<file path="src/msx_cart_macros.svh">
`ifndef MSX_CART_MACROS_SVH
`define MSX_CART_MACROS_SVH

//////////////////// sd window map
`define SDC_SDATA       16'h7C00    // 7C00h-7DFFh sector transfer area
`define SDC_ENABLE      16'h7E00    // bit 0 opens the register page
`define SDC_CMD         16'h7E01    // 1 read, 2 write, 80h init
`define SDC_STATUS      16'h7E02
`define SDC_SADDR       16'h7E03    // 4 bytes, little endian
`define SDC_C_SIZE      16'h7E07    // 3 bytes of block count
`define SDC_CTYPE       16'h7E0A
`define SDC_END         16'h7EFF

//////////////////// pin mux select codes
// active low, one group enabled at a time
`define MSEL_ADDR_LO    3'b110      // a0-a7
`define MSEL_ADDR_HI    3'b101      // a8-a15
`define MSEL_CTRL       3'b011      // merq, iorq, m1 and friends
`define MSEL_NONE       3'b111

// sector buffer geometry
`define SECTOR_BYTES    512
`define SECTOR_AW       9

`endif

</file>
<file path="src/msx_cart_pkg.sv">
`include "msx_cart_macros.svh"

package msx_cart_pkg;

    //////////////////// host bus
    typedef logic [15:0] msx_addr_t;    // cartridge address
    typedef logic [7:0]  msx_data_t;    // one bus byte

    // control group as seen on the mux, all active low
    typedef struct packed {
        logic merq_n;
        logic iorq_n;
        logic m1_n;
    } bus_ctrl_t;

    //////////////////// card side
    typedef logic [31:0] sector_t;      // lba
    typedef logic [21:0] card_size_t;   // device size in blocks

    // 0 unknown, 1 sdv1, 2 sdv2, 3 sdhc v2
    typedef logic [1:0]  card_type_t;

    // word address inside one target, covers a full sector
    typedef logic [`SECTOR_AW-1:0] wb_adr_t;

endpackage

</file>
<file path="src/bus_capture.sv">
`timescale 1ns/100ps
`include "msx_cart_macros.svh"

module bus_capture
    import msx_cart_pkg::*;
(
    input  logic       clk108_w,
    input  logic       ram_enabled_w,
    input  msx_data_t  mp,
    input  logic       rd_n,
    input  logic       wr_n,
    input  logic       sltsl_n,
    output logic [2:0] msel_n,
    output msx_addr_t  host_addr,
    output bus_ctrl_t  host_ctrl,
    output logic       capture_done,
    output logic       rd_active,
    output logic       wr_active,
    output logic       slot_active
);

    logic [2:0] phase;      // 0..6, one full mux round
    msx_data_t  addr_lo;
    msx_data_t  addr_hi;
    logic [1:0] rd_sync;
    logic [1:0] wr_sync;
    logic [1:0] slt_sync;

    //////////////////// mux sequencer
    // select goes out on even phases, the group is sampled one cycle later
    always_ff @(posedge clk108_w or negedge ram_enabled_w) begin
        if (!ram_enabled_w) begin
            phase        <= 3'd0;
            msel_n       <= `MSEL_NONE;
            capture_done <= 1'b0;
            host_ctrl    <= '1;     // nothing asserted
        end else begin
            capture_done <= 1'b0;
            case (phase)
                3'd0: msel_n <= `MSEL_ADDR_LO;
                3'd2: msel_n <= `MSEL_ADDR_HI;
                3'd4: msel_n <= `MSEL_CTRL;
                3'd5: begin
                    host_ctrl.merq_n <= mp[0];
                    host_ctrl.iorq_n <= mp[1];
                    host_ctrl.m1_n   <= mp[7];
                    capture_done     <= 1'b1;   // seen during phase 6
                end
                3'd6: msel_n <= `MSEL_NONE;
                default: ;
            endcase

            if (phase == 3'd6)
                phase <= 3'd0;
            else
                phase <= phase + 3'd1;
        end
    end

    // address bytes, published together with the control group
    always_ff @(posedge clk108_w) begin
        if (phase == 3'd1)
            addr_lo <= mp;
        if (phase == 3'd3)
            addr_hi <= mp;
        if (phase == 3'd5)
            host_addr <= {addr_hi, addr_lo};
    end

    //////////////////// direct strobes
    // two flops each, pins are async to clk108
    always_ff @(posedge clk108_w or negedge ram_enabled_w) begin
        if (!ram_enabled_w) begin
            rd_sync  <= 2'b11;
            wr_sync  <= 2'b11;
            slt_sync <= 2'b11;
        end else begin
            rd_sync  <= {rd_sync[0], rd_n};
            wr_sync  <= {wr_sync[0], wr_n};
            slt_sync <= {slt_sync[0], sltsl_n};
        end
    end

    assign rd_active   = ~rd_sync[1];
    assign wr_active   = ~wr_sync[1];
    assign slot_active = ~slt_sync[1];

endmodule

</file>
<file path="config.mk">
export PLATFORM = sky130hd
export DESIGN_NAME = bus_capture
export DESIGN_NICKNAME = d
export VERILOG_FILES = /design/src/msx_cart_pkg.sv /design/src/bus_capture.sv
export VERILOG_INCLUDE_DIRS = /design/src
export SDC_FILE = /design/constraint.sdc
export NUM_CORES = 1
export LEC_CHECK = 0
export ABC_AREA = 1
export BUFFER_PORTS_ARGS = -buffer_cell sky130_fd_sc_hd__buf_2
export CORE_MARGIN = 3
export CORE_UTILIZATION = 45
export DETAILED_ROUTE_END_ITERATION = 12
export PLACE_DENSITY = 0.69
export SYNTH_ARGS = -nofsm -noshare
export SYNTH_HDL_FRONTEND = slang
export SYNTH_SLANG_ARGS = --single-unit
</file>
<file path="constraint.sdc">
create_clock -name clk108_w -period 2.6 [get_ports clk108_w]
set_input_delay 0.52 -clock clk108_w [delete_from_list [all_inputs] [get_ports clk108_w]]
set_output_delay 0.52 -clock clk108_w [all_outputs]
set_load 0.02 [all_outputs]
</file>
==> out/results.ini <==
[status]
outcome=finished, final reports clean

[worst_setup_path]
cp.arrival_ps=1060
worst_setup_path_end_kind=output port
cp.required_ps=2080
crit_path_max_fanout=1
path_class=reg2out
startpoint_type=flip-flop

[global_route]
grt_pass1_vias=743
antenna_found_initial=0
track_usage_pct=11.2
gr-total-overflow=0
grt_pass1_wl_mm=3.35
grt_start_max_net_pins=18

[routing]
drtAntennaViolNets=0
route.detailed.drc=0
first_pass_iters=4
totalWireLength_mm=2.10
vias=810
post_drt_wl_per_cell_um=11.9
drtIter0Drc=30
via_per_inst=4.60

[final_layout]
drive_gt1_share_pct=45.5
fin_nets=145
n_fill_cell=257
utilization_pct=58.9
final_cell_area_um2=1870
syn_to_final_growth_pct=19.5
antenna_cells=0
final_cells=176

[yosys]
synth_top_cells_by_count=edfxtp_1, dfstp_2, nand2_1
yosysTopAreaCellShare_pct=61.3
ys_ff_latch=48
syn_nets=102
synth_flop_cell=edfxtp_1
yosysMostFrequentCell=edfxtp_1
synth_cells=88
async_flop_share_pct=33.3
synth_area_um2=1570
synth_enable_flop_cells=32
syn_area_per_cell_um2=17.8
synth_top_cell_by_area=edfxtp_1
yosys_warnings=0
ys_types=16
synth_top_cells_by_area=edfxtp_1, dfstp_2, dfrtp_1, nand2_1, inv_1
synth-seq-area-share_pct=87.9

[clocking]
h-tree-depth=2
post_cts_buffers=0
clock_latency_ps=340
ctsHoldBuffers=0
cts_tree=built
cts_made_buffers=5
clock_tree.buffer_depth=2
cts_sinks=48
cts_resized=0
cts_root_buffer=clkbuf_4
path_clk_slew_ps=120

[sta]
finClkSkew_ps=5.46
hold_viol=0
slew_headroom_pct=57.3
setup_viol=0
fin_crit_ps=1580
tightest_slew_ps=639
grt_setup_unrepaired=false
setup_tns_ps=0
post-route-period-util_pct=60.9
finalMaxSlewViolations=0
clock.fmax_mhz=631

[placement]
hpwl_mm=1.44
dp_cells=168
io_buffers=38
globalplace.congestion=0.755
placed_cell_area_um2=1800

[power]
internal_power_w=0.00103
pwr-share-seq_pct=65.7
clkPwrFrac_pct=32.0
leakagePower_nw=0.774
switchingPower_w=0.000227
p_sw_share_pct=18.1
ir_drop_v=0.000370
cellPowerDensity_nw_per_um2=672
pwr-share-comb_pct=2.3

[die]
num_rows=20
core-area_um2=3180
start_util_pct=49.3
die_y_um=65
ios=39
die_x_um=65
dieArea_um2=4230

[min_path]
worstHoldPathType=in2async

[job]
maxCapViolCount=0

sequential cells by signal, indices dropped and copies added (netlist names):
name          count
host_addr        16
addr_hi           8
addr_lo           8
host_ctrl         3
msel_n            3
phase             3
rd_sync           2
slt_sync          2
wr_sync           2
capture_done      1
kinds of logic (layout without fill, tap and decap cells):
logic type,Yosys count,in the layout,share of synthesized area (%)
simple gates,25,25,7.19
compound gates,2,2,0.638
buf+inv,12,56,3.51
flops,48,48,87.9
fa+ha+maj,1,1,0.799
power by group through the flow:
stage	registers, W	logic (W)	clock network [W]
floorplan	0.000845	0.00000589	0
global placement	0.000842	0.0000305	0
detailed placement	0.000842	0.0000304	0
CTS	0.000827	0.0000305	0.000418
global route	0.000827	0.0000333	0.000452
finish	0.000826	0.0000295	0.000403
final cells by class:
type	instances	area, um2	area share, %
Sequential cell	48	1380	73.5
Inverter	10	40.0	2.14
Clock buffer	5	37.5	2.01
Clock inverter	3	37.5	2.01
Multi-Input combinational cell	28	135	7.22
Timing Repair Buffer	38	190	10.2
Tap cell	44	55.1	2.94
cell usage in the layout (no fill, tap or decap), drive strengths merged:
cell type / Yosys / layout
dfrtp: 4 / 4
o21ai: 1 / 1
clkinv: 0 / 2
nand4: 3 / 3
edfxtp: 32 / 32
inv: 10 / 10
nor2: 7 / 7
dfstp: 12 / 12
nand3: 3 / 3
clkbuf: 0 / 5
buf: 2 / 38
bufinv: 0 / 1
a21oi: 1 / 1
ha: 1 / 1
nand2: 12 / 12
through the flow:
step           setup WS, ps  hold slack [ps]  total power (W)
2_1_floorplan          1280              224         0.000851
4_1_cts                 989             48.9          0.00127
5_1_grt                 879             42.0          0.00131
3_5_place_dp           1050              349         0.000872
6_report               1020             56.1          0.00126
3_3_place_gp           1110              346         0.000872
worst max-delay path, stage by stage, from the launching register on:
cell and delay, ps:
dfstp_2 540, inv_1 40, buf_2 150
path summary, 6_finish.rpt:
check	startpoint	to	slack, ps	cells after the start
max in group asynchronous	ram_enabled_w	host_ctrl[2]$_DFFE_PN1P_	2240	1
min in group clk108_w	wr_n	wr_sync[0]$_DFF_PN1_	260	1
min reg2reg	rd_sync[0]$_DFF_PN1_	rd_sync[1]$_DFF_PN1_	370	0
min	ram_enabled_w	phase[1]$_DFF_PN0_	60	1
max	rd_sync[1]$_DFF_PN1_	rd_active	1020	2
max reg2reg	phase[0]$_DFF_PN0_	addr_lo[0]$_DFFE_PN_	1020	2
routing by layer:
metal  vias up  routed length (um)  global-route usage, %  share of wire (%)
met1       378                 843                   13.2                 40
met3         6                 224                   5.20                 11
met5         -                   0                      0                  0
met4         0                  60                   6.33                2.9
met2        42                 968                   17.0                 46
li1        384                   -                      -                  -
Note: power is estimated with default switching activity, not from simulation.
