`src/msx_cart_macros.svh`:
```
`ifndef MSX_CART_MACROS_SVH
`define MSX_CART_MACROS_SVH

//////////////////// sd window map
`define SDC_SDATA       16'h7C00    // 7C00h-7DFFh sector transfer area
`define SDC_ENABLE      16'h7E00    // bit 0 opens the register page
`define SDC_CMD         16'h7E01    // 1 read, 2 write, 80h init
`define SDC_STATUS      16'h7E02
`define SDC_SADDR       16'h7E03    // 4 bytes, little endian
`define SDC_C_SIZE      16'h7E07    // 3 bytes of block count
`define SDC_CTYPE       16'h7E0A
`define SDC_END         16'h7EFF

//////////////////// pin mux select codes
// active low, one group enabled at a time
`define MSEL_ADDR_LO    3'b110      // a0-a7
`define MSEL_ADDR_HI    3'b101      // a8-a15
`define MSEL_CTRL       3'b011      // merq, iorq, m1 and friends
`define MSEL_NONE       3'b111

// sector buffer geometry
`define SECTOR_BYTES    512
`define SECTOR_AW       9

`endif

```
`src/msx_cart_pkg.sv`:
```
`include "msx_cart_macros.svh"

package msx_cart_pkg;

    //////////////////// host bus
    typedef logic [15:0] msx_addr_t;    // cartridge address
    typedef logic [7:0]  msx_data_t;    // one bus byte

    // control group as seen on the mux, all active low
    typedef struct packed {
        logic merq_n;
        logic iorq_n;
        logic m1_n;
    } bus_ctrl_t;

    //////////////////// card side
    typedef logic [31:0] sector_t;      // lba
    typedef logic [21:0] card_size_t;   // device size in blocks

    // 0 unknown, 1 sdv1, 2 sdv2, 3 sdhc v2
    typedef logic [1:0]  card_type_t;

    // word address inside one target, covers a full sector
    typedef logic [`SECTOR_AW-1:0] wb_adr_t;

endpackage

```
`src/wb_if.sv`:
```
`timescale 1ns/100ps

interface wb_if
    import msx_cart_pkg::*;
();

    logic      cyc;
    logic      stb;
    logic      we;
    wb_adr_t   adr;
    msx_data_t dat_w;   // master to slave
    msx_data_t dat_r;   // slave to master
    logic      ack;     // single cycle

    modport master (
        output cyc,
        output stb,
        output we,
        output adr,
        output dat_w,
        input  dat_r,
        input  ack
    );

    modport slave (
        input  cyc,
        input  stb,
        input  we,
        input  adr,
        input  dat_w,
        output dat_r,
        output ack
    );

endinterface
```
`src/cycle_bridge.sv`:
```
`timescale 1ns/100ps
`include "msx_cart_macros.svh"

module cycle_bridge
    import msx_cart_pkg::*;
(
    input  logic      clk108_w,
    input  logic      ram_enabled_w,
    input  msx_addr_t host_addr,
    input  bus_ctrl_t host_ctrl,
    input  logic      capture_done,
    input  logic      rd_active,
    input  logic      wr_active,
    input  logic      slot_active,
    input  msx_data_t cd_in,
    wb_if.master      wb_buf,
    wb_if.master      wb_reg,
    output msx_data_t cd_out,
    output logic      datadir
);

    logic      mem_access;
    logic      in_window;
    logic      in_sector;
    logic      start;
    logic      served;      // one cycle per host strobe
    logic      busy;
    logic      sel_buf;     // 1 sector area, 0 register page
    logic      we_q;
    wb_adr_t   adr_q;
    msx_data_t dat_q;
    logic      ack;
    msx_data_t rdata;

    // plain memory access in our slot, no io and no opcode fetch
    assign mem_access = (rd_active | wr_active) & slot_active & ~host_ctrl.merq_n
                      & host_ctrl.iorq_n & host_ctrl.m1_n;
    assign in_window = (host_addr >= `SDC_SDATA) && (host_addr <= `SDC_END);
    assign in_sector = host_addr < `SDC_ENABLE;
    assign start     = capture_done & mem_access & ~served & ~busy;

    always_ff @(posedge clk108_w or negedge ram_enabled_w) begin
        if (!ram_enabled_w) begin
            busy    <= 1'b0;
            served  <= 1'b0;
            sel_buf <= 1'b0;
            cd_out  <= 8'hFF;
        end else begin
            if (!rd_active && !wr_active)
                served <= 1'b0;     // host released both strobes
            else if (start)
                served <= 1'b1;

            if (start && in_window) begin
                busy    <= 1'b1;
                sel_buf <= in_sector;
            end else if (busy && ack) begin
                busy <= 1'b0;       // cyc drops the cycle after ack
                if (!we_q)
                    cd_out <= rdata;
            end

            if (start && !in_window && rd_active)
                cd_out <= 8'hFF;    // slot read outside the window
        end
    end

    always_ff @(posedge clk108_w) begin
        if (start) begin
            we_q  <= wr_active;
            adr_q <= host_addr[`SECTOR_AW-1:0];
            dat_q <= cd_in;
        end
    end

    //////////////////// wishbone masters
    assign wb_buf.cyc   = busy & sel_buf;
    assign wb_buf.stb   = busy & sel_buf;
    assign wb_buf.we    = we_q;
    assign wb_buf.adr   = adr_q;
    assign wb_buf.dat_w = dat_q;

    assign wb_reg.cyc   = busy & ~sel_buf;
    assign wb_reg.stb   = busy & ~sel_buf;
    assign wb_reg.we    = we_q;
    assign wb_reg.adr   = adr_q;
    assign wb_reg.dat_w = dat_q;

    assign ack   = sel_buf ? wb_buf.ack : wb_reg.ack;
    assign rdata = sel_buf ? wb_buf.dat_r : wb_reg.dat_r;

    // drive cd for any read in the slot
    assign datadir = ~(rd_active & slot_active);

endmodule

```
`src/flat_wrapper.sv`:
```
// flat-port wrapper written by rule: the top's interface ports become plain ports
module cycle_bridge_flat import msx_cart_pkg::*;
  (clk108_w, ram_enabled_w, host_addr, host_ctrl, capture_done, rd_active, wr_active, slot_active, cd_in, cd_out, datadir, wb_buf_cyc, wb_buf_stb, wb_buf_we, wb_buf_adr, wb_buf_dat_w, wb_buf_dat_r, wb_buf_ack, wb_reg_cyc, wb_reg_stb, wb_reg_we, wb_reg_adr, wb_reg_dat_w, wb_reg_dat_r, wb_reg_ack);
  wb_if wb_buf_i ();
  wb_if wb_reg_i ();
  input  logic clk108_w;
  input  logic ram_enabled_w;
  input  msx_addr_t host_addr;
  input  bus_ctrl_t host_ctrl;
  input  logic capture_done;
  input  logic rd_active;
  input  logic wr_active;
  input  logic slot_active;
  input  msx_data_t cd_in;
  output msx_data_t cd_out;
  output logic datadir;
  output wire logic [$bits(wb_buf_i.cyc)-1:0] wb_buf_cyc;
  output wire logic [$bits(wb_buf_i.stb)-1:0] wb_buf_stb;
  output wire logic [$bits(wb_buf_i.we)-1:0] wb_buf_we;
  output wire logic [$bits(wb_buf_i.adr)-1:0] wb_buf_adr;
  output wire logic [$bits(wb_buf_i.dat_w)-1:0] wb_buf_dat_w;
  input wire logic [$bits(wb_buf_i.dat_r)-1:0] wb_buf_dat_r;
  input wire logic [$bits(wb_buf_i.ack)-1:0] wb_buf_ack;
  output wire logic [$bits(wb_reg_i.cyc)-1:0] wb_reg_cyc;
  output wire logic [$bits(wb_reg_i.stb)-1:0] wb_reg_stb;
  output wire logic [$bits(wb_reg_i.we)-1:0] wb_reg_we;
  output wire logic [$bits(wb_reg_i.adr)-1:0] wb_reg_adr;
  output wire logic [$bits(wb_reg_i.dat_w)-1:0] wb_reg_dat_w;
  input wire logic [$bits(wb_reg_i.dat_r)-1:0] wb_reg_dat_r;
  input wire logic [$bits(wb_reg_i.ack)-1:0] wb_reg_ack;
  assign wb_buf_cyc = wb_buf_i.cyc;
  assign wb_buf_stb = wb_buf_i.stb;
  assign wb_buf_we = wb_buf_i.we;
  assign wb_buf_adr = wb_buf_i.adr;
  assign wb_buf_dat_w = wb_buf_i.dat_w;
  assign wb_buf_i.dat_r = wb_buf_dat_r;
  assign wb_buf_i.ack = wb_buf_ack;
  assign wb_reg_cyc = wb_reg_i.cyc;
  assign wb_reg_stb = wb_reg_i.stb;
  assign wb_reg_we = wb_reg_i.we;
  assign wb_reg_adr = wb_reg_i.adr;
  assign wb_reg_dat_w = wb_reg_i.dat_w;
  assign wb_reg_i.dat_r = wb_reg_dat_r;
  assign wb_reg_i.ack = wb_reg_ack;
  cycle_bridge u_core (.clk108_w(clk108_w), .ram_enabled_w(ram_enabled_w), .host_addr(host_addr), .host_ctrl(host_ctrl), .capture_done(capture_done), .rd_active(rd_active), .wr_active(wr_active), .slot_active(slot_active), .cd_in(cd_in), .wb_buf(wb_buf_i), .wb_reg(wb_reg_i), .cd_out(cd_out), .datadir(datadir));
endmodule
```
`config.mk`:
```
export PLATFORM = sky130hd
export DESIGN_NAME = cycle_bridge_flat
export DESIGN_NICKNAME = d
export VERILOG_FILES = /design/src/msx_cart_pkg.sv /design/src/wb_if.sv /design/src/cycle_bridge.sv /design/src/flat_wrapper.sv
export VERILOG_INCLUDE_DIRS = /design/src
export SDC_FILE = /design/constraint.sdc
export NUM_CORES = 1
export LEC_CHECK = 0
export ABC_AREA = 1
export ABC_CLOCK_PERIOD_IN_PS = 2200
export BUFFER_PORTS_ARGS = -buffer_cell sky130_fd_sc_hd__buf_2
export CAP_MARGIN = 10
export CORE_MARGIN = 10
export CORE_UTILIZATION = 45
export CTS_BUF_LIST = sky130_fd_sc_hd__clkbuf_8
export DETAILED_ROUTE_END_ITERATION = 16
export PLACE_DENSITY_LB_ADDON = 0.2
export SYNTH_ARGS = -nofsm -noshare
export SYNTH_HDL_FRONTEND = slang
export SYNTH_SLANG_ARGS = --single-unit
```
`constraint.sdc`:
```
create_clock -name clk108_w -period 2.2 [get_ports clk108_w]
set_input_delay 0.11 -clock clk108_w [delete_from_list [all_inputs] [get_ports clk108_w]]
set_output_delay 0.11 -clock clk108_w [all_outputs]
set_load 0.01 [all_outputs]
```
==> metrics.md <==
| Metric | Value |
|---|---|
| Vert. Die Dim | 76.0 µm |
| Via density | 4.35 |
| Most frequent cells in the layout | buf_2 (99), nand2_1 (47), edfxtp_1 (18), inv_1 (9), dlygate4sd3_1 (9) |
| DRT Pass-1 Iters | 4 |
| Synth area leader | edfxtp_1 |
| CP top delay family | simple AND/OR/NAND/NOR gates |
| Worst EP required | 2.18 ns |
| Starting Density | 0.467 |
| Final Hold Fails | 0 |
| Synth warn | 0 |
| Synthesis-stage register bit count | 29 |
| Routed Antenna Nets | 0 |
| CP max stage cell | dfrtp_1 |
| Commonest non-fill, non-tap cell in the layout | buf_2 |
| Worst slack, placed | 0.572 ns |
| Root Buffer | clkbuf_8 |
| Maximum clock path buffer count | 2 |
| Starting DRT DRC Count | 29 |
| Overflow after GRT | 0 |
| Critical Setup Path Class | reg2reg |
| Peak Freq | 613 MHz |
| DR vias | 1183 |
| Worst vdd ir | a little under 0.4 mV |
| Routed WL | 3820 µm |
| Mapped Area | 1410 µm² |
| Flop2flop setup slack | between 0.5 and 0.6 ns |
| Sequential fraction of the synthesis area | 0.585 |
| RR Endpoint | u_core.wb_buf.adr[0] |
| Gpl congestion | 0.763 |
| Initial antenna violation count | 0 |
| Hold_sp | cd_in[6] |
| Crit-path max FO | 14 |
| HP Class | in2reg |
| Critical path buffers and inverters | 2 |
| Post-CTS Setup Bufs | 0 |
| Layout cells sized above 1 | 0.548 |
| Syn-to-layout area delta | 42.0% |
| Final Setup Violations | 0 |
| Slew Limit Headroom | 0.631 |
| Final net count | 278 |
| Worst path max stage delay | 0.39 ns |
| Die area | 5780 µm² |
| RSZ-0062 raised after global routing | false |
| Setup_tns | 0 ns |
| PortBufs | just under 100 |
| Maxcap violations | 0 |
| Remaining DRCs | 0 |
| Final worst setup slack | between 0.5 and 0.6 ns |
| Clock Sinks | 29 |
| Fin crit share | 0.742 |
| Vias in the first global route | 1328 |
| First-pass GRT wire length | 6090 µm |
| Syn avg cell area | ~11 µm² |
| Post-synth net total | 183 |
| Worst-Skew Late Latency | 0.28 ns |
| # rows | 20 |
| Ranking of synthesized cells by area | edfxtp_1 (38%), dfstp_2 (15%), nand2_1 (12%), buf_4 (11%), mux2i_1 (5.7%) |
| Wirelength per Cell | 14.1 µm |
| Worst Tran Pin Value | about 0.55 ns |
| CTS Buf Count | 5 |
| Pwr Total | 1.46 mW |
| R2R depth | 4 |
| # diodes | 0 |
| Pwr Density | 727 nW/µm² |
| DP HPWL | 3130 µm |
| Setup crit end kind | flip-flop |
| CTS tree | done |
| Hold depth | 1 |
| Clock-pin transition on the worst setup and hold timing paths | 0.06 ns |
| FF-to-FF Start | u_core.served |
| # IOs | 100 |
| Core Footprint | 3030 µm² |
| Slew Viols, Final | 0 |
| P_leak | 1.04 nW |
| Min cycle time layout | 1.63 ns |
| H-tree levels | 2 |
| Status | finished, final reports clean |
| Yosys top cell area share | 0.383 |
| Largest net degree at the start of global routing | 15 |
| Global Route Usage Sum | 0.132 |
| Critical Path, Cell by Cell | nor3_2 > inv_2 > nor2_4 > buf_4 |
| Mapped Cells | 132 |
| Worst Skew | 0.00991 ns |
| Startpoint Class | flip-flop |
| Synth cell types | 20 |
| Die width | 76.0 µm |
| Arrival time worst endpoint | 1.61 ns |
| Hold Path End | u_core.wb_buf.dat_w[6] |
-- synthesized netlist by cell type, drive strengths merged --
library cell   n
dfrtp          3
dfstp          8
edfxtp        18
o21ai          3
mux2i          8
nor2           4
nor3           1
inv           10
nand2         51
nand4          2
or2            1
buf           21
nand3          2
-- layout make-up --
| type | instances | area [µm²] |
|---|---|---|
| Clock buffer | 5 | 68.8 |
| Clock inverter | 3 | 37.5 |
| Fill cell | 252 | 1020 |
| Inverter | 10 | 42.5 |
| Multi-Input combinational cell | 72 | 383 |
| Sequential cell | 29 | 826 |
| Tap cell | 44 | 55.1 |
| Timing Repair Buffer | 109 | 593 |
-- worst register-to-register path: stages (launching register included) --
cell and delay, ns:
dfrtp_1 0.39, nor3_2 0.24, inv_2 0.08, nor2_4 0.38
buf_4 0.24
-- worst max-delay path by stage --
stage | depth (start not counted) | slack (ns) | endpoint | from
5_1_grt | 7 | 0.34 | u_core.cd_out[6] | u_core.busy
4_1_cts | 4 | 0.54 | u_core.wb_buf.dat_w[3] | u_core.busy
3_5_place_dp | 7 | 0.57 | u_core.cd_out[0] | u_core.busy
6_report | 4 | 0.57 | u_core.wb_buf.adr[0] | u_core.served
3_3_place_gp | 4 | 0.65 | u_core.wb_buf.adr[2] | u_core.served
2_1_floorplan | 7 | 0.70 | u_core.cd_out[0] | u_core.served
-- registers in the layout, indices dropped and copies added, names as in the netlist --
signal	count
u_core.busy	1
u_core.wb_buf.adr	9
u_core.sel_buf	1
u_core.wb_buf.dat_w	8
u_core.wb_buf.we	1
u_core.cd_out	8
u_core.served	1
-- cell families (layout without fill, tap and decap cells) --
group,Yosys count,in the layout,share of synthesized area
AOI/OAI and AO/OA,3,3,0.0106
DFF,29,29,0.585
buffers and inverters,31,127,0.144
and+or+nand+nor,61,61,0.204
muxes,8,8,0.0567
-- power breakdown --
part	switching (mW)	internal (mW)	total (mW)
Combinational	0.124	0.115	0.239
Sequential	0.0280	0.668	0.696
Clock	0.193	0.329	0.522
-- metal layers --
layer  routed length [µm]  global-route usage  share of wire  vias to the layer above
met5                    0                   0              0                        -
li1                     -                   -              -                      597
met1                 1310               0.117           0.34                      512
met2                 1900               0.224           0.50                       66
met3                  489              0.0719           0.13                        8
met4                  120              0.0909          0.031                        0
-- metrics by stage --
stage | util | cell area [µm²] | instances | hold WS, ns
2_1_floorplan | - | 1410 | 132 | -0.186
3_3_place_gp | 0.598 | 1810 | 255 | -0.0173
3_5_place_dp | 0.598 | 1810 | 255 | -0.0130
4_1_cts | 0.656 | 1990 | 270 | 0.000152
5_1_grt | 0.662 | 2010 | 272 | 0.00205
6_report | 0.662 | 2010 | 272 | 0.00679
-- timing repair --
| item | 4_1_cts | 5_1_grt |
|---|---|---|
| hold buffers | 7 | 2 |
| resized for setup | 0 | 0 |
| hold endpoints to repair | 17 | 2 |
(Power assumes the default switching activity.)
