## src/msx_cart_macros.svh

```systemverilog
`ifndef MSX_CART_MACROS_SVH
`define MSX_CART_MACROS_SVH

//////////////////// sd window map
`define SDC_SDATA       16'h7C00    // 7C00h-7DFFh sector transfer area
`define SDC_ENABLE      16'h7E00    // bit 0 opens the register page
`define SDC_CMD         16'h7E01    // 1 read, 2 write, 80h init
`define SDC_STATUS      16'h7E02
`define SDC_SADDR       16'h7E03    // 4 bytes, little endian
`define SDC_C_SIZE      16'h7E07    // 3 bytes of block count
`define SDC_CTYPE       16'h7E0A
`define SDC_END         16'h7EFF

//////////////////// pin mux select codes
// active low, one group enabled at a time
`define MSEL_ADDR_LO    3'b110      // a0-a7
`define MSEL_ADDR_HI    3'b101      // a8-a15
`define MSEL_CTRL       3'b011      // merq, iorq, m1 and friends
`define MSEL_NONE       3'b111

// sector buffer geometry
`define SECTOR_BYTES    512
`define SECTOR_AW       9

`endif

```

## src/msx_cart_pkg.sv

```systemverilog
`include "msx_cart_macros.svh"

package msx_cart_pkg;

    //////////////////// host bus
    typedef logic [15:0] msx_addr_t;    // cartridge address
    typedef logic [7:0]  msx_data_t;    // one bus byte

    // control group as seen on the mux, all active low
    typedef struct packed {
        logic merq_n;
        logic iorq_n;
        logic m1_n;
    } bus_ctrl_t;

    //////////////////// card side
    typedef logic [31:0] sector_t;      // lba
    typedef logic [21:0] card_size_t;   // device size in blocks

    // 0 unknown, 1 sdv1, 2 sdv2, 3 sdhc v2
    typedef logic [1:0]  card_type_t;

    // word address inside one target, covers a full sector
    typedef logic [`SECTOR_AW-1:0] wb_adr_t;

endpackage

```

## src/wb_if.sv

```systemverilog
`timescale 1ns/100ps

interface wb_if
    import msx_cart_pkg::*;
();

    logic      cyc;
    logic      stb;
    logic      we;
    wb_adr_t   adr;
    msx_data_t dat_w;   // master to slave
    msx_data_t dat_r;   // slave to master
    logic      ack;     // single cycle

    modport master (
        output cyc,
        output stb,
        output we,
        output adr,
        output dat_w,
        input  dat_r,
        input  ack
    );

    modport slave (
        input  cyc,
        input  stb,
        input  we,
        input  adr,
        input  dat_w,
        output dat_r,
        output ack
    );

endinterface
```

## src/sd_regs.sv

```systemverilog
`timescale 1ns/100ps
`include "msx_cart_macros.svh"

module sd_regs
    import msx_cart_pkg::*;
(
    input  logic       clk108_w,
    input  logic       ram_enabled_w,
    wb_if.slave        wb,
    input  logic       sd_busy,
    input  logic       sd_done,
    input  logic       sd_crc_error,
    input  logic       sd_timeout_error,
    input  card_type_t sd_card_type,
    input  card_size_t sd_c_size,
    output logic       sd_enabled,
    output logic       sd_rstart,
    output logic       sd_wstart,
    output logic       sd_init,
    output sector_t    sd_sector
);

    // offsets inside the 7E00h page
    localparam wb_adr_t A_ENABLE = wb_adr_t'(`SDC_ENABLE);
    localparam wb_adr_t A_CMD    = wb_adr_t'(`SDC_CMD);
    localparam wb_adr_t A_STATUS = wb_adr_t'(`SDC_STATUS);
    localparam wb_adr_t A_SADDR  = wb_adr_t'(`SDC_SADDR);
    localparam wb_adr_t A_C_SIZE = wb_adr_t'(`SDC_C_SIZE);
    localparam wb_adr_t A_CTYPE  = wb_adr_t'(`SDC_CTYPE);

    logic      req;
    logic      ack_q;
    msx_data_t rd_q;
    msx_data_t rd_mux;

    assign req = wb.cyc & wb.stb & ~ack_q;

    //////////////////// read decode
    always_comb begin
        rd_mux = 8'hFF;
        if (wb.adr == A_ENABLE) begin
            rd_mux = {7'b0, sd_enabled};    // readable even when closed
        end else if (sd_enabled) begin
            case (wb.adr)
                A_STATUS:          rd_mux = {sd_busy, 5'b0, sd_timeout_error, sd_crc_error};
                A_C_SIZE:          rd_mux = sd_c_size[7:0];
                A_C_SIZE + 9'd1:   rd_mux = sd_c_size[15:8];
                A_C_SIZE + 9'd2:   rd_mux = {2'b0, sd_c_size[21:16]};
                A_CTYPE:           rd_mux = {6'b0, sd_card_type};
                default:           rd_mux = 8'hFF;
            endcase
        end
    end

    //////////////////// control bits
    always_ff @(posedge clk108_w or negedge ram_enabled_w) begin
        if (!ram_enabled_w) begin
            ack_q      <= 1'b0;
            sd_enabled <= 1'b0;
            sd_rstart  <= 1'b0;
            sd_wstart  <= 1'b0;
            sd_init    <= 1'b0;
        end else begin
            ack_q <= req;   // answer one cycle after stb

            if (sd_done) begin
                sd_rstart <= 1'b0;
                sd_wstart <= 1'b0;
            end

            if (req && wb.we) begin
                if (wb.adr == A_ENABLE) begin
                    sd_enabled <= wb.dat_w[0];
                end else if (sd_enabled && wb.adr == A_CMD) begin
                    // sticky until the engine reports done
                    sd_rstart <= sd_rstart | wb.dat_w[0];
                    sd_wstart <= sd_wstart | wb.dat_w[1];
                    sd_init   <= sd_init | wb.dat_w[7];
                end
            end
        end
    end

    // sector number and read data
    always_ff @(posedge clk108_w) begin
        if (req && !wb.we)
            rd_q <= rd_mux;
        if (req && wb.we && sd_enabled) begin
            case (wb.adr)
                A_SADDR:          sd_sector[7:0]   <= wb.dat_w;
                A_SADDR + 9'd1:   sd_sector[15:8]  <= wb.dat_w;
                A_SADDR + 9'd2:   sd_sector[23:16] <= wb.dat_w;
                A_SADDR + 9'd3:   sd_sector[31:24] <= wb.dat_w;
                default: ;
            endcase
        end
    end

    assign wb.ack   = ack_q;
    assign wb.dat_r = rd_q;

endmodule

```

## src/flat_wrapper.sv

```systemverilog
// flat-port wrapper written by rule: the top's interface ports become plain ports
module sd_regs_flat import msx_cart_pkg::*;
  (clk108_w, ram_enabled_w, sd_busy, sd_done, sd_crc_error, sd_timeout_error, sd_card_type, sd_c_size, sd_enabled, sd_rstart, sd_wstart, sd_init, sd_sector, wb_cyc, wb_stb, wb_we, wb_adr, wb_dat_w, wb_dat_r, wb_ack);
  wb_if wb_i ();
  input  logic clk108_w;
  input  logic ram_enabled_w;
  input  logic sd_busy;
  input  logic sd_done;
  input  logic sd_crc_error;
  input  logic sd_timeout_error;
  input  card_type_t sd_card_type;
  input  card_size_t sd_c_size;
  output logic sd_enabled;
  output logic sd_rstart;
  output logic sd_wstart;
  output logic sd_init;
  output sector_t sd_sector;
  input wire logic [$bits(wb_i.cyc)-1:0] wb_cyc;
  input wire logic [$bits(wb_i.stb)-1:0] wb_stb;
  input wire logic [$bits(wb_i.we)-1:0] wb_we;
  input wire logic [$bits(wb_i.adr)-1:0] wb_adr;
  input wire logic [$bits(wb_i.dat_w)-1:0] wb_dat_w;
  output wire logic [$bits(wb_i.dat_r)-1:0] wb_dat_r;
  output wire logic [$bits(wb_i.ack)-1:0] wb_ack;
  assign wb_i.cyc = wb_cyc;
  assign wb_i.stb = wb_stb;
  assign wb_i.we = wb_we;
  assign wb_i.adr = wb_adr;
  assign wb_i.dat_w = wb_dat_w;
  assign wb_dat_r = wb_i.dat_r;
  assign wb_ack = wb_i.ack;
  sd_regs u_core (.clk108_w(clk108_w), .ram_enabled_w(ram_enabled_w), .wb(wb_i), .sd_busy(sd_busy), .sd_done(sd_done), .sd_crc_error(sd_crc_error), .sd_timeout_error(sd_timeout_error), .sd_card_type(sd_card_type), .sd_c_size(sd_c_size), .sd_enabled(sd_enabled), .sd_rstart(sd_rstart), .sd_wstart(sd_wstart), .sd_init(sd_init), .sd_sector(sd_sector));
endmodule
```

## config.mk

```make
export PLATFORM = sky130hd
export DESIGN_NAME = sd_regs_flat
export DESIGN_NICKNAME = d
export VERILOG_FILES = /design/src/msx_cart_pkg.sv /design/src/wb_if.sv /design/src/sd_regs.sv /design/src/flat_wrapper.sv
export VERILOG_INCLUDE_DIRS = /design/src
export SDC_FILE = /design/constraint.sdc
export NUM_CORES = 1
export LEC_CHECK = 0
export ABC_AREA = 1
export CORE_ASPECT_RATIO = 0.6
export CORE_MARGIN = 4
export CORE_UTILIZATION = 61
export CTS_BUF_LIST = sky130_fd_sc_hd__clkbuf_8
export CTS_CLUSTER_DIAMETER = 150
export CTS_CLUSTER_SIZE = 30
export DETAILED_ROUTE_END_ITERATION = 16
export DONT_BUFFER_PORTS = 1
export PLACE_DENSITY_LB_ADDON = 0.3
export SYNTH_ARGS = -nofsm -noshare
export SYNTH_HDL_FRONTEND = slang
export SYNTH_SLANG_ARGS = --single-unit
```

## constraint.sdc

```tcl
create_clock -name clk108_w -period 2.7 [get_ports clk108_w]
set_input_delay 0.135 -clock clk108_w [delete_from_list [all_inputs] [get_ports clk108_w]]
set_output_delay 0.135 -clock clk108_w [all_outputs]
set_load 0.1 [all_outputs]
```

==> flow_summary.yaml, run 1 <==
status:
  outcome: "complete, no violations"
clock_tree:
  cts_setup_buffers: 0
  htree_num_levels: 2
  cts_tree: "done"
  clkTransAtPathRegs_ns: 0.08
  clock_path_buffers: 2
  cts_root_buffer: "clkbuf_8"
  cts_sinks: 45
  cts_buffers: 5
  insertion_delay_ns: 0.29
  ctsResizeCount: 0
sta:
  tightest_slew_ns: 0.925
  rsz0062_at_grt: "false"
  finalSetupViolations: 0
  fin_crit_sh_pct: 65.5
  slew_violations: 0
  hold_viol: 0
  finalClockSkew_ns: 0.00354
  fin_ws_ns: 0.930
  fin_crit_ns: 1.77
  setup_tns_ns: 0
  max_freq_ghz: 0.565
  worst_hold_slack_ns: 0.0144
  max-slew-margin-rel_pct: 38.5
power:
  irDropWorstVdd_v: 0.000349
  power_density_mw_per_mm2: 543
  total_power_uw: 1240
  power.leakage_uw: 0.000900
critical_path:
  r2r-start: "u_core.wb.ack"
  arrival_ns: 1.72
  cp_data_required_time_ns: 2.65
  critical_path.slowest_cell: "and3_1"
  end_kind: "flop"
  crit_path_max_incr_delay_ns: 0.41
  worstPathMaxFanout: 8
  r2r_cells: 6
  path_cells: "nor2_1 > nand2_1 > nor2_1 > nand2_1 > inv_1 > and3_1"
  critPathLaunch: "u_core.wb.ack"
  worst-setup-path-type: "flop to flop"
  startpoint_type: "flop"
finish:
  final_layout_size_suffix_gt1_share_pct: 21.3
  nNetsFinal: 246
  syn_to_final_growth_pct: 13.4
  final_util_pct: 75.8
  fillers: 195
  diodes: 0
run:
  max_cap_viol_count: 0
die:
  die_w_um: 82.3
  die-height_um: 52.6
  coreArea_sq_mm: 0.00302
  initial_utilization_pct: 66.9
  pin_count: 95
  row_count: 15
  dieArea_sq_mm: 0.00433
synthesis:
  netlist_instances: 175
  ys_seq_elements: 45
  synthesis.yosys.warnings: 0
  syn_nets: 225
  avgSynthCellArea_sq_um: 11.5
  yosysSeqAreaShare_pct: 65.6
  ys_types: 24
  synthesis.area_sq_mm: 0.00202
global_routing:
  grt_pass1_wl_um: 6880
  grt_max_degree: 19
  gr-total-overflow: 0
  track_usage_pct: 22.3
  grt_antenna_before_repair: 0
  grt_pass1_vias: 1373
detailed_routing:
  vias: 1383
  wl_per_cell_um: 19.4
  drt_wl_total_um: 4630
  drtIter0Drc: 73
  drt_first_pass_iters: 5
  drcViolationCount: 0
  drt.antenna.violating_nets: 0
  avgViaCountPerCell: 5.79
place:
  portBuffers: 0
  gp_congestion: 0.805
  place_ws_ns: 0.949
  hpwl_um: 3650
hold_path:
  worstHoldPathCells: 2
  holdCritStartpoint: "wb_dat_w[0]"
  worst_hold_path_type: "primary input to flop"
-- cells in the final DEF, fill, tap and decap left out, types with 3 or more instances in the layout --
master,instances
buf_4,8
dfrtp_1,5
nand2_1,26
inv_2,4
clkbuf_8,5
nor3_1,5
nor2_4,8
nor2_1,16
edfxtp_1,40
nor2_2,5
nand3_2,3
dlygate4sd3_1,9
a21oi_1,7
nand3_1,32
inv_1,12
-- flip-flops by register name, indices dropped and copies added (netlist names) --
signal,flops
u_core.sd_wstart,1
u_core.sd_enabled,1
u_core.wb.ack,1
u_core.sd_init,1
u_core.wb.dat_r,8
u_core.sd_rstart,1
u_core.sd_sector,32
-- Yosys cell counts --
library cell	number	share of area, %
dfrtp_1	5	6.2
nor2_4	8	4.5
inv_2	4	0.74
clkbuf_1	1	0.19
buf_4	1	0.37
inv_4	1	0.31
nand2_1	26	4.8
o21bai_1	1	0.37
nand2_4	1	0.56
and3_1	1	0.31
edfxtp_1	40	59
nor3_1	5	1.2
nor2_2	5	1.5
inv_1	10	1.9
nor2_1	16	3.0
a21oi_2	2	0.87
nand2_2	2	0.62
o21ai_0	1	0.25
nand3_4	1	0.87
nand3_1	32	7.9
nor4_1	1	0.31
buf_6	1	0.56
a21oi_1	7	1.7
nand3_2	3	1.5
-- per-layer routing --
| metal | vias to the layer above | GRT usage, % | share of wire, % |
|---|---|---|---|
| li1 | 651 | - | - |
| met1 | 642 | 27.2 | 38 |
| met2 | 83 | 37.6 | 49 |
| met3 | 7 | 8.25 | 12 |
| met4 | 0 | 5.80 | 1.2 |
| met5 | - | 0 | 0 |
-- per-stage QoR --
stage	area (sq um)	cells
after floorplan	2020	175
after global placement	2120	222
after detailed placement	2120	222
after CTS	2290	239
after global routing	2290	239
final	2290	239
-- power breakdown --
part           internal [uW]  switching (uW)
Clock                    176             209
Sequential               761            30.7
Combinational           21.1            45.8
-- final timing paths --
path | endpoint | slack, ns
max | u_core.sd_sector[16] | 0.93
min | u_core.sd_rstart | 0.01
max reg2reg | u_core.sd_sector[16] | 0.93
min reg2reg | u_core.wb.ack | 0.61
max in group asynchronous | u_core.sd_init | 2.38
min in group asynchronous | u_core.sd_rstart | 0.13
-- worst max-delay path: cells and delay by family, from the launching register on --
family                 cells  cell delay, ns
buffers and inverters      1            0.11
DFF                        1            0.39
and+or+nand+nor            5            0.94
-- cell type report --
| cell class | count | area, sq um | share of cell area [%] |
|---|---|---|---|
| repair buffers | 17 | 150 | 6.55 |
| well taps | 42 | 52.6 | 2.29 |
| flip-flops and latches | 45 | 1330 | 57.9 |
| inverters | 15 | 58.8 | 2.57 |
| multi-input cells | 112 | 619 | 27.0 |
| clock buffers | 5 | 68.8 | 3.00 |
| clock inverters | 3 | 15.0 | 0.655 |
-- logic make-up (layout without fill, tap and decap cells) --
kind of cell           after synthesis  count (layout)  share of synthesized area (%)
and+or+nand+nor                    101             101                           27.1
AOI/OAI and AO/OA                   11              11                           3.22
buffers and inverters               18              40                           4.02
DFF                                 45              45                           65.6
-- repair_timing --
action                                  CTS  global route
endpoints found under the hold margin    38             0
hold buffers                              9             0
endpoints found under the setup margin    0             0
No activity file was read; power rests on OpenSTA's default activity.
==> run 2, diff against run 1 <==
--- a/config.mk
+++ b/config.mk
@@ -6,10 +6,10 @@
 export SDC_FILE = /design/constraint.sdc
 export NUM_CORES = 1
 export LEC_CHECK = 0
-export ABC_AREA = 1
+export ABC_AREA = 0
 export CORE_ASPECT_RATIO = 0.6
 export CORE_MARGIN = 4
-export CORE_UTILIZATION = 61
+export CORE_UTILIZATION = 58
 export CTS_BUF_LIST = sky130_fd_sc_hd__clkbuf_8
 export CTS_CLUSTER_DIAMETER = 150
 export CTS_CLUSTER_SIZE = 30
==> constraint.sdc (replaced) <==
create_clock -name clk108_w -period 1.6 [get_ports clk108_w]
set_input_delay 0.08 -clock clk108_w [delete_from_list [all_inputs] [get_ports clk108_w]]
set_output_delay 0.08 -clock clk108_w [all_outputs]
set_load 0.1 [all_outputs]
==> run 2 against run 1 <==
Against the previous run: the run now ends with negative setup slack left; clock power rose by 65%; sequential share of layout area decreased by 5.0 points; sequential cell count unchanged; wire length increased by 1.6%; hold slack better by 0.017 ns; utilization increased by 9.2 points; area after synthesis decreased by 8.2%; global-route usage increased by 1.3 points; sequential power increased by 63%; register-to-register slack worse by 0.94 ns; largest cell class unchanged; highest routed layer unchanged.
==> flow_summary.yaml, run 2 <==
place:
  gp_congestion: 0.806
  hpwl_um: 3340
  dp_cells: 208
  placed_cell_area_sq_mm: 0.00232
  portBuffers: 0
detailed_routing:
  m1WireLength_um: 1820
  wl_met3_um: 462
  avgViaCountPerCell: 5.90
  drtIter0Drc: 131
  drcViolationCount: 0
  vias: 1339
  met2_length_um: 2330
  drt_wl_total_um: 4700
  wl_per_cell_um: 20.7
  drt_first_pass_iters: 4
  drt.antenna.violating_nets: 0
  routed.top_layer: "met4"
sta:
  max_freq_ghz: 0.621
  hold_viol: 0
  max-slew-margin-rel_pct: 61.6
  slew_violations: 0
  fin_crit_ns: 1.61
  fin_crit_sh_pct: 101
  worst_hold_slack_ns: 0.0317
  tightest_slew_ns: 0.571
  rsz0062_at_grt: "true"
  fin_ws_ns: -0.00934
  finalClockSkew_ns: 0.00210
  finalSetupViolations: 8
critical_path:
  critical_path.slowest_cell: "dfrtp_4"
  arrival_ns: 1.61
  worst-setup-path-type: "flop to flop"
  path_cells: "and3b_1 > nand4_1 > nor3_4 > buf_12"
  crit_path_max_incr_delay_ns: 0.48
  cp_data_required_time_ns: 1.61
  crit_family: "simple AND/OR/NAND/NOR gates"
  path_buf_inv: 1
  end_kind: "flop"
  startpoint_type: "flop"
  r2r_setup_slack_ns: -0.009
  worstPathMaxFanout: 8
synthesis:
  async_flop_share_pct: 11.1
  yosys_most_used_dff: "edfxtp_1"
  yosys.area.top_type_share_pct: 64.7
  synthTopCellsByArea: "edfxtp_1 65%, dfrtp_1 6.7%, a22oi_1 2.8%"
  ys_types: 36
  yosysSeqAreaShare_pct: 71.5
  netlist_instances: 119
  avgSynthCellArea_sq_um: 15.6
  ys_seq_elements: 45
  yosysMostFrequentCell: "edfxtp_1"
  synthesis.yosys.warnings: 0
  yosysTopAreaCell: "edfxtp_1"
  synthesis.area_sq_mm: 0.00186
  syn_nets: 169
  synth_edf_count: 40
  synth_common_cells: "40 x edfxtp_1, 7 x a22oi_1, 6 x nand2_1, 6 x nand4_1, 6 x nor2_1"
status:
  outcome: "finished with violations"
  violations: "negative setup slack"
clock_tree:
  clkTransAtPathRegs_ns: 0.07
  insertion_delay_ns: 0.28
  clock_path_buffers: 2
  cts_setup_buffers: 0
  cts_tree: "done"
  htree_num_levels: 2
  cts_buffers: 5
  cts_root_buffer: "clkbuf_8"
  cts_sinks: 45
finish:
  diodes: 0
  layout_common_cells: "49 x buf_4, 40 x edfxtp_1, 11 x dlygate4sd3_1, 7 x a22oi_1, 6 x nand4_1"
  final_common_cell: "buf_4"
  fillers: 154
  final_layout_size_suffix_gt1_share_pct: 41.6
  syn_to_final_growth_pct: 35.9
  finalInstanceArea_sq_mm: 0.00252
  layout.cells.non_filler: 227
  largest_reg_flops: 32
  max_flop_register: "u_core.sd_sector"
  nNetsFinal: 234
global_routing:
  grt_pass1_wl_um: 7080
  gr-total-overflow: 0
  grt_antenna_before_repair: 0
  track_usage_pct: 23.6
  grt_pass1_vias: 1360
  grt_max_degree: 15
die:
  die_w_um: 81.0
  die-height_um: 51.8
  dieArea_sq_mm: 0.00420
  pin_count: 95
  coreArea_sq_mm: 0.00297
  row_count: 15
  initial_utilization_pct: 62.6
power:
  combPwrFrac_pct: 8.0
  power.leakage_uw: 0.000958
  power_density_mw_per_mm2: 828
  switching_share_pct: 21.7
  intPower_uw: 1640
  p_clk_share_pct: 30.4
  net-switching-power_uw: 453
  power_frac_seq_pct: 61.6
  irDropWorstVdd_v: 0.000647
run:
  max_cap_viol_count: 0
hold_path:
  worst_hold_path_type: "primary input to flop"
-- run 2: cell families (layout without fill, tap and decap cells) --
family | after synthesis | in the layout | share of synthesized area [%]
buf+inv | 9 | 75 | 3.30
compound gates | 22 | 22 | 9.24
mux | 4 | 4 | 2.36
flops | 45 | 45 | 71.5
simple gates | 39 | 39 | 13.6
-- run 2: layout make-up --
class                      instances  area (sq um)  area share [%]
sequential                        45          1330            52.9
timing repair buffer              64           541            21.4
multi-input combinational         65           502            19.9
clock buffer                       5          68.8            2.73
tap                               42          52.6            2.08
clock inverter                     3          12.5           0.496
inverter                           3          11.3           0.447
-- run 2: path summary, 6_finish.rpt --
path | end | start | cells past startpoint
setup / recovery | u_core.sd_sector[13] | u_core.wb.ack | 4
hold / removal | u_core.sd_wstart | wb_dat_w[1] | 3
setup reg to reg | u_core.sd_sector[13] | u_core.wb.ack | 4
hold reg to reg | u_core.sd_init | u_core.sd_init | 1
max in group asynchronous | u_core.sd_enabled | ram_enabled_w | 1
min in group asynchronous | u_core.wb.ack | ram_enabled_w | 1
-- run 2: through the flow --
| step | total power, uW | util [%] | setup slack, ns | setup TNS [ns] |
|---|---|---|---|---|
| 6_report | 2090 | 85.0 | -0.00934 | -0.0586 |
| 3_3_place_gp | 1440 | 78.1 | 0.0661 | 0 |
| 3_5_place_dp | 1440 | 78.1 | 0.00795 | 0 |
| 2_1_floorplan | 1430 | - | -0.246 | -6.68 |
| 4_1_cts | 2090 | 84.7 | -0.000685 | -0.000685 |
| 5_1_grt | 2170 | 85.0 | -0.0637 | -1.10 |
-- run 2: routing by layer --
metal	GRT usage, %	vias to the layer above
met5	0	-
met4	7.02	0
met3	7.27	8
met2	38.4	86
met1	30.8	647
li1	-	598
-- run 2: worst reg2reg max path, cell delays in order, from the launching register on --
cell	delay, ns
dfrtp_4	0.48
and3b_1	0.25
nand4_1	0.23
nor3_4	0.22
buf_12	0.15
-- run 2: repair_timing --
action	CTS	global route
cloned	0	0
endpoints found under the setup margin	21	26
hold buffers	11	0
gates resized for setup	1	2
pin swaps	2	4
endpoints found under the hold margin	41	0
-- run 2: power by group through the flow --
| stage | Combinational (uW) | Sequential (uW) | Clock (uW) |
|---|---|---|---|
| 5_1_grt | 176 | 1290 | 707 |
| 3_5_place_dp | 128 | 1310 | 0 |
| 4_1_cts | 164 | 1290 | 641 |
| 3_3_place_gp | 126 | 1310 | 0 |
| 2_1_floorplan | 65.4 | 1370 | 0 |
| 6_report | 167 | 1290 | 634 |
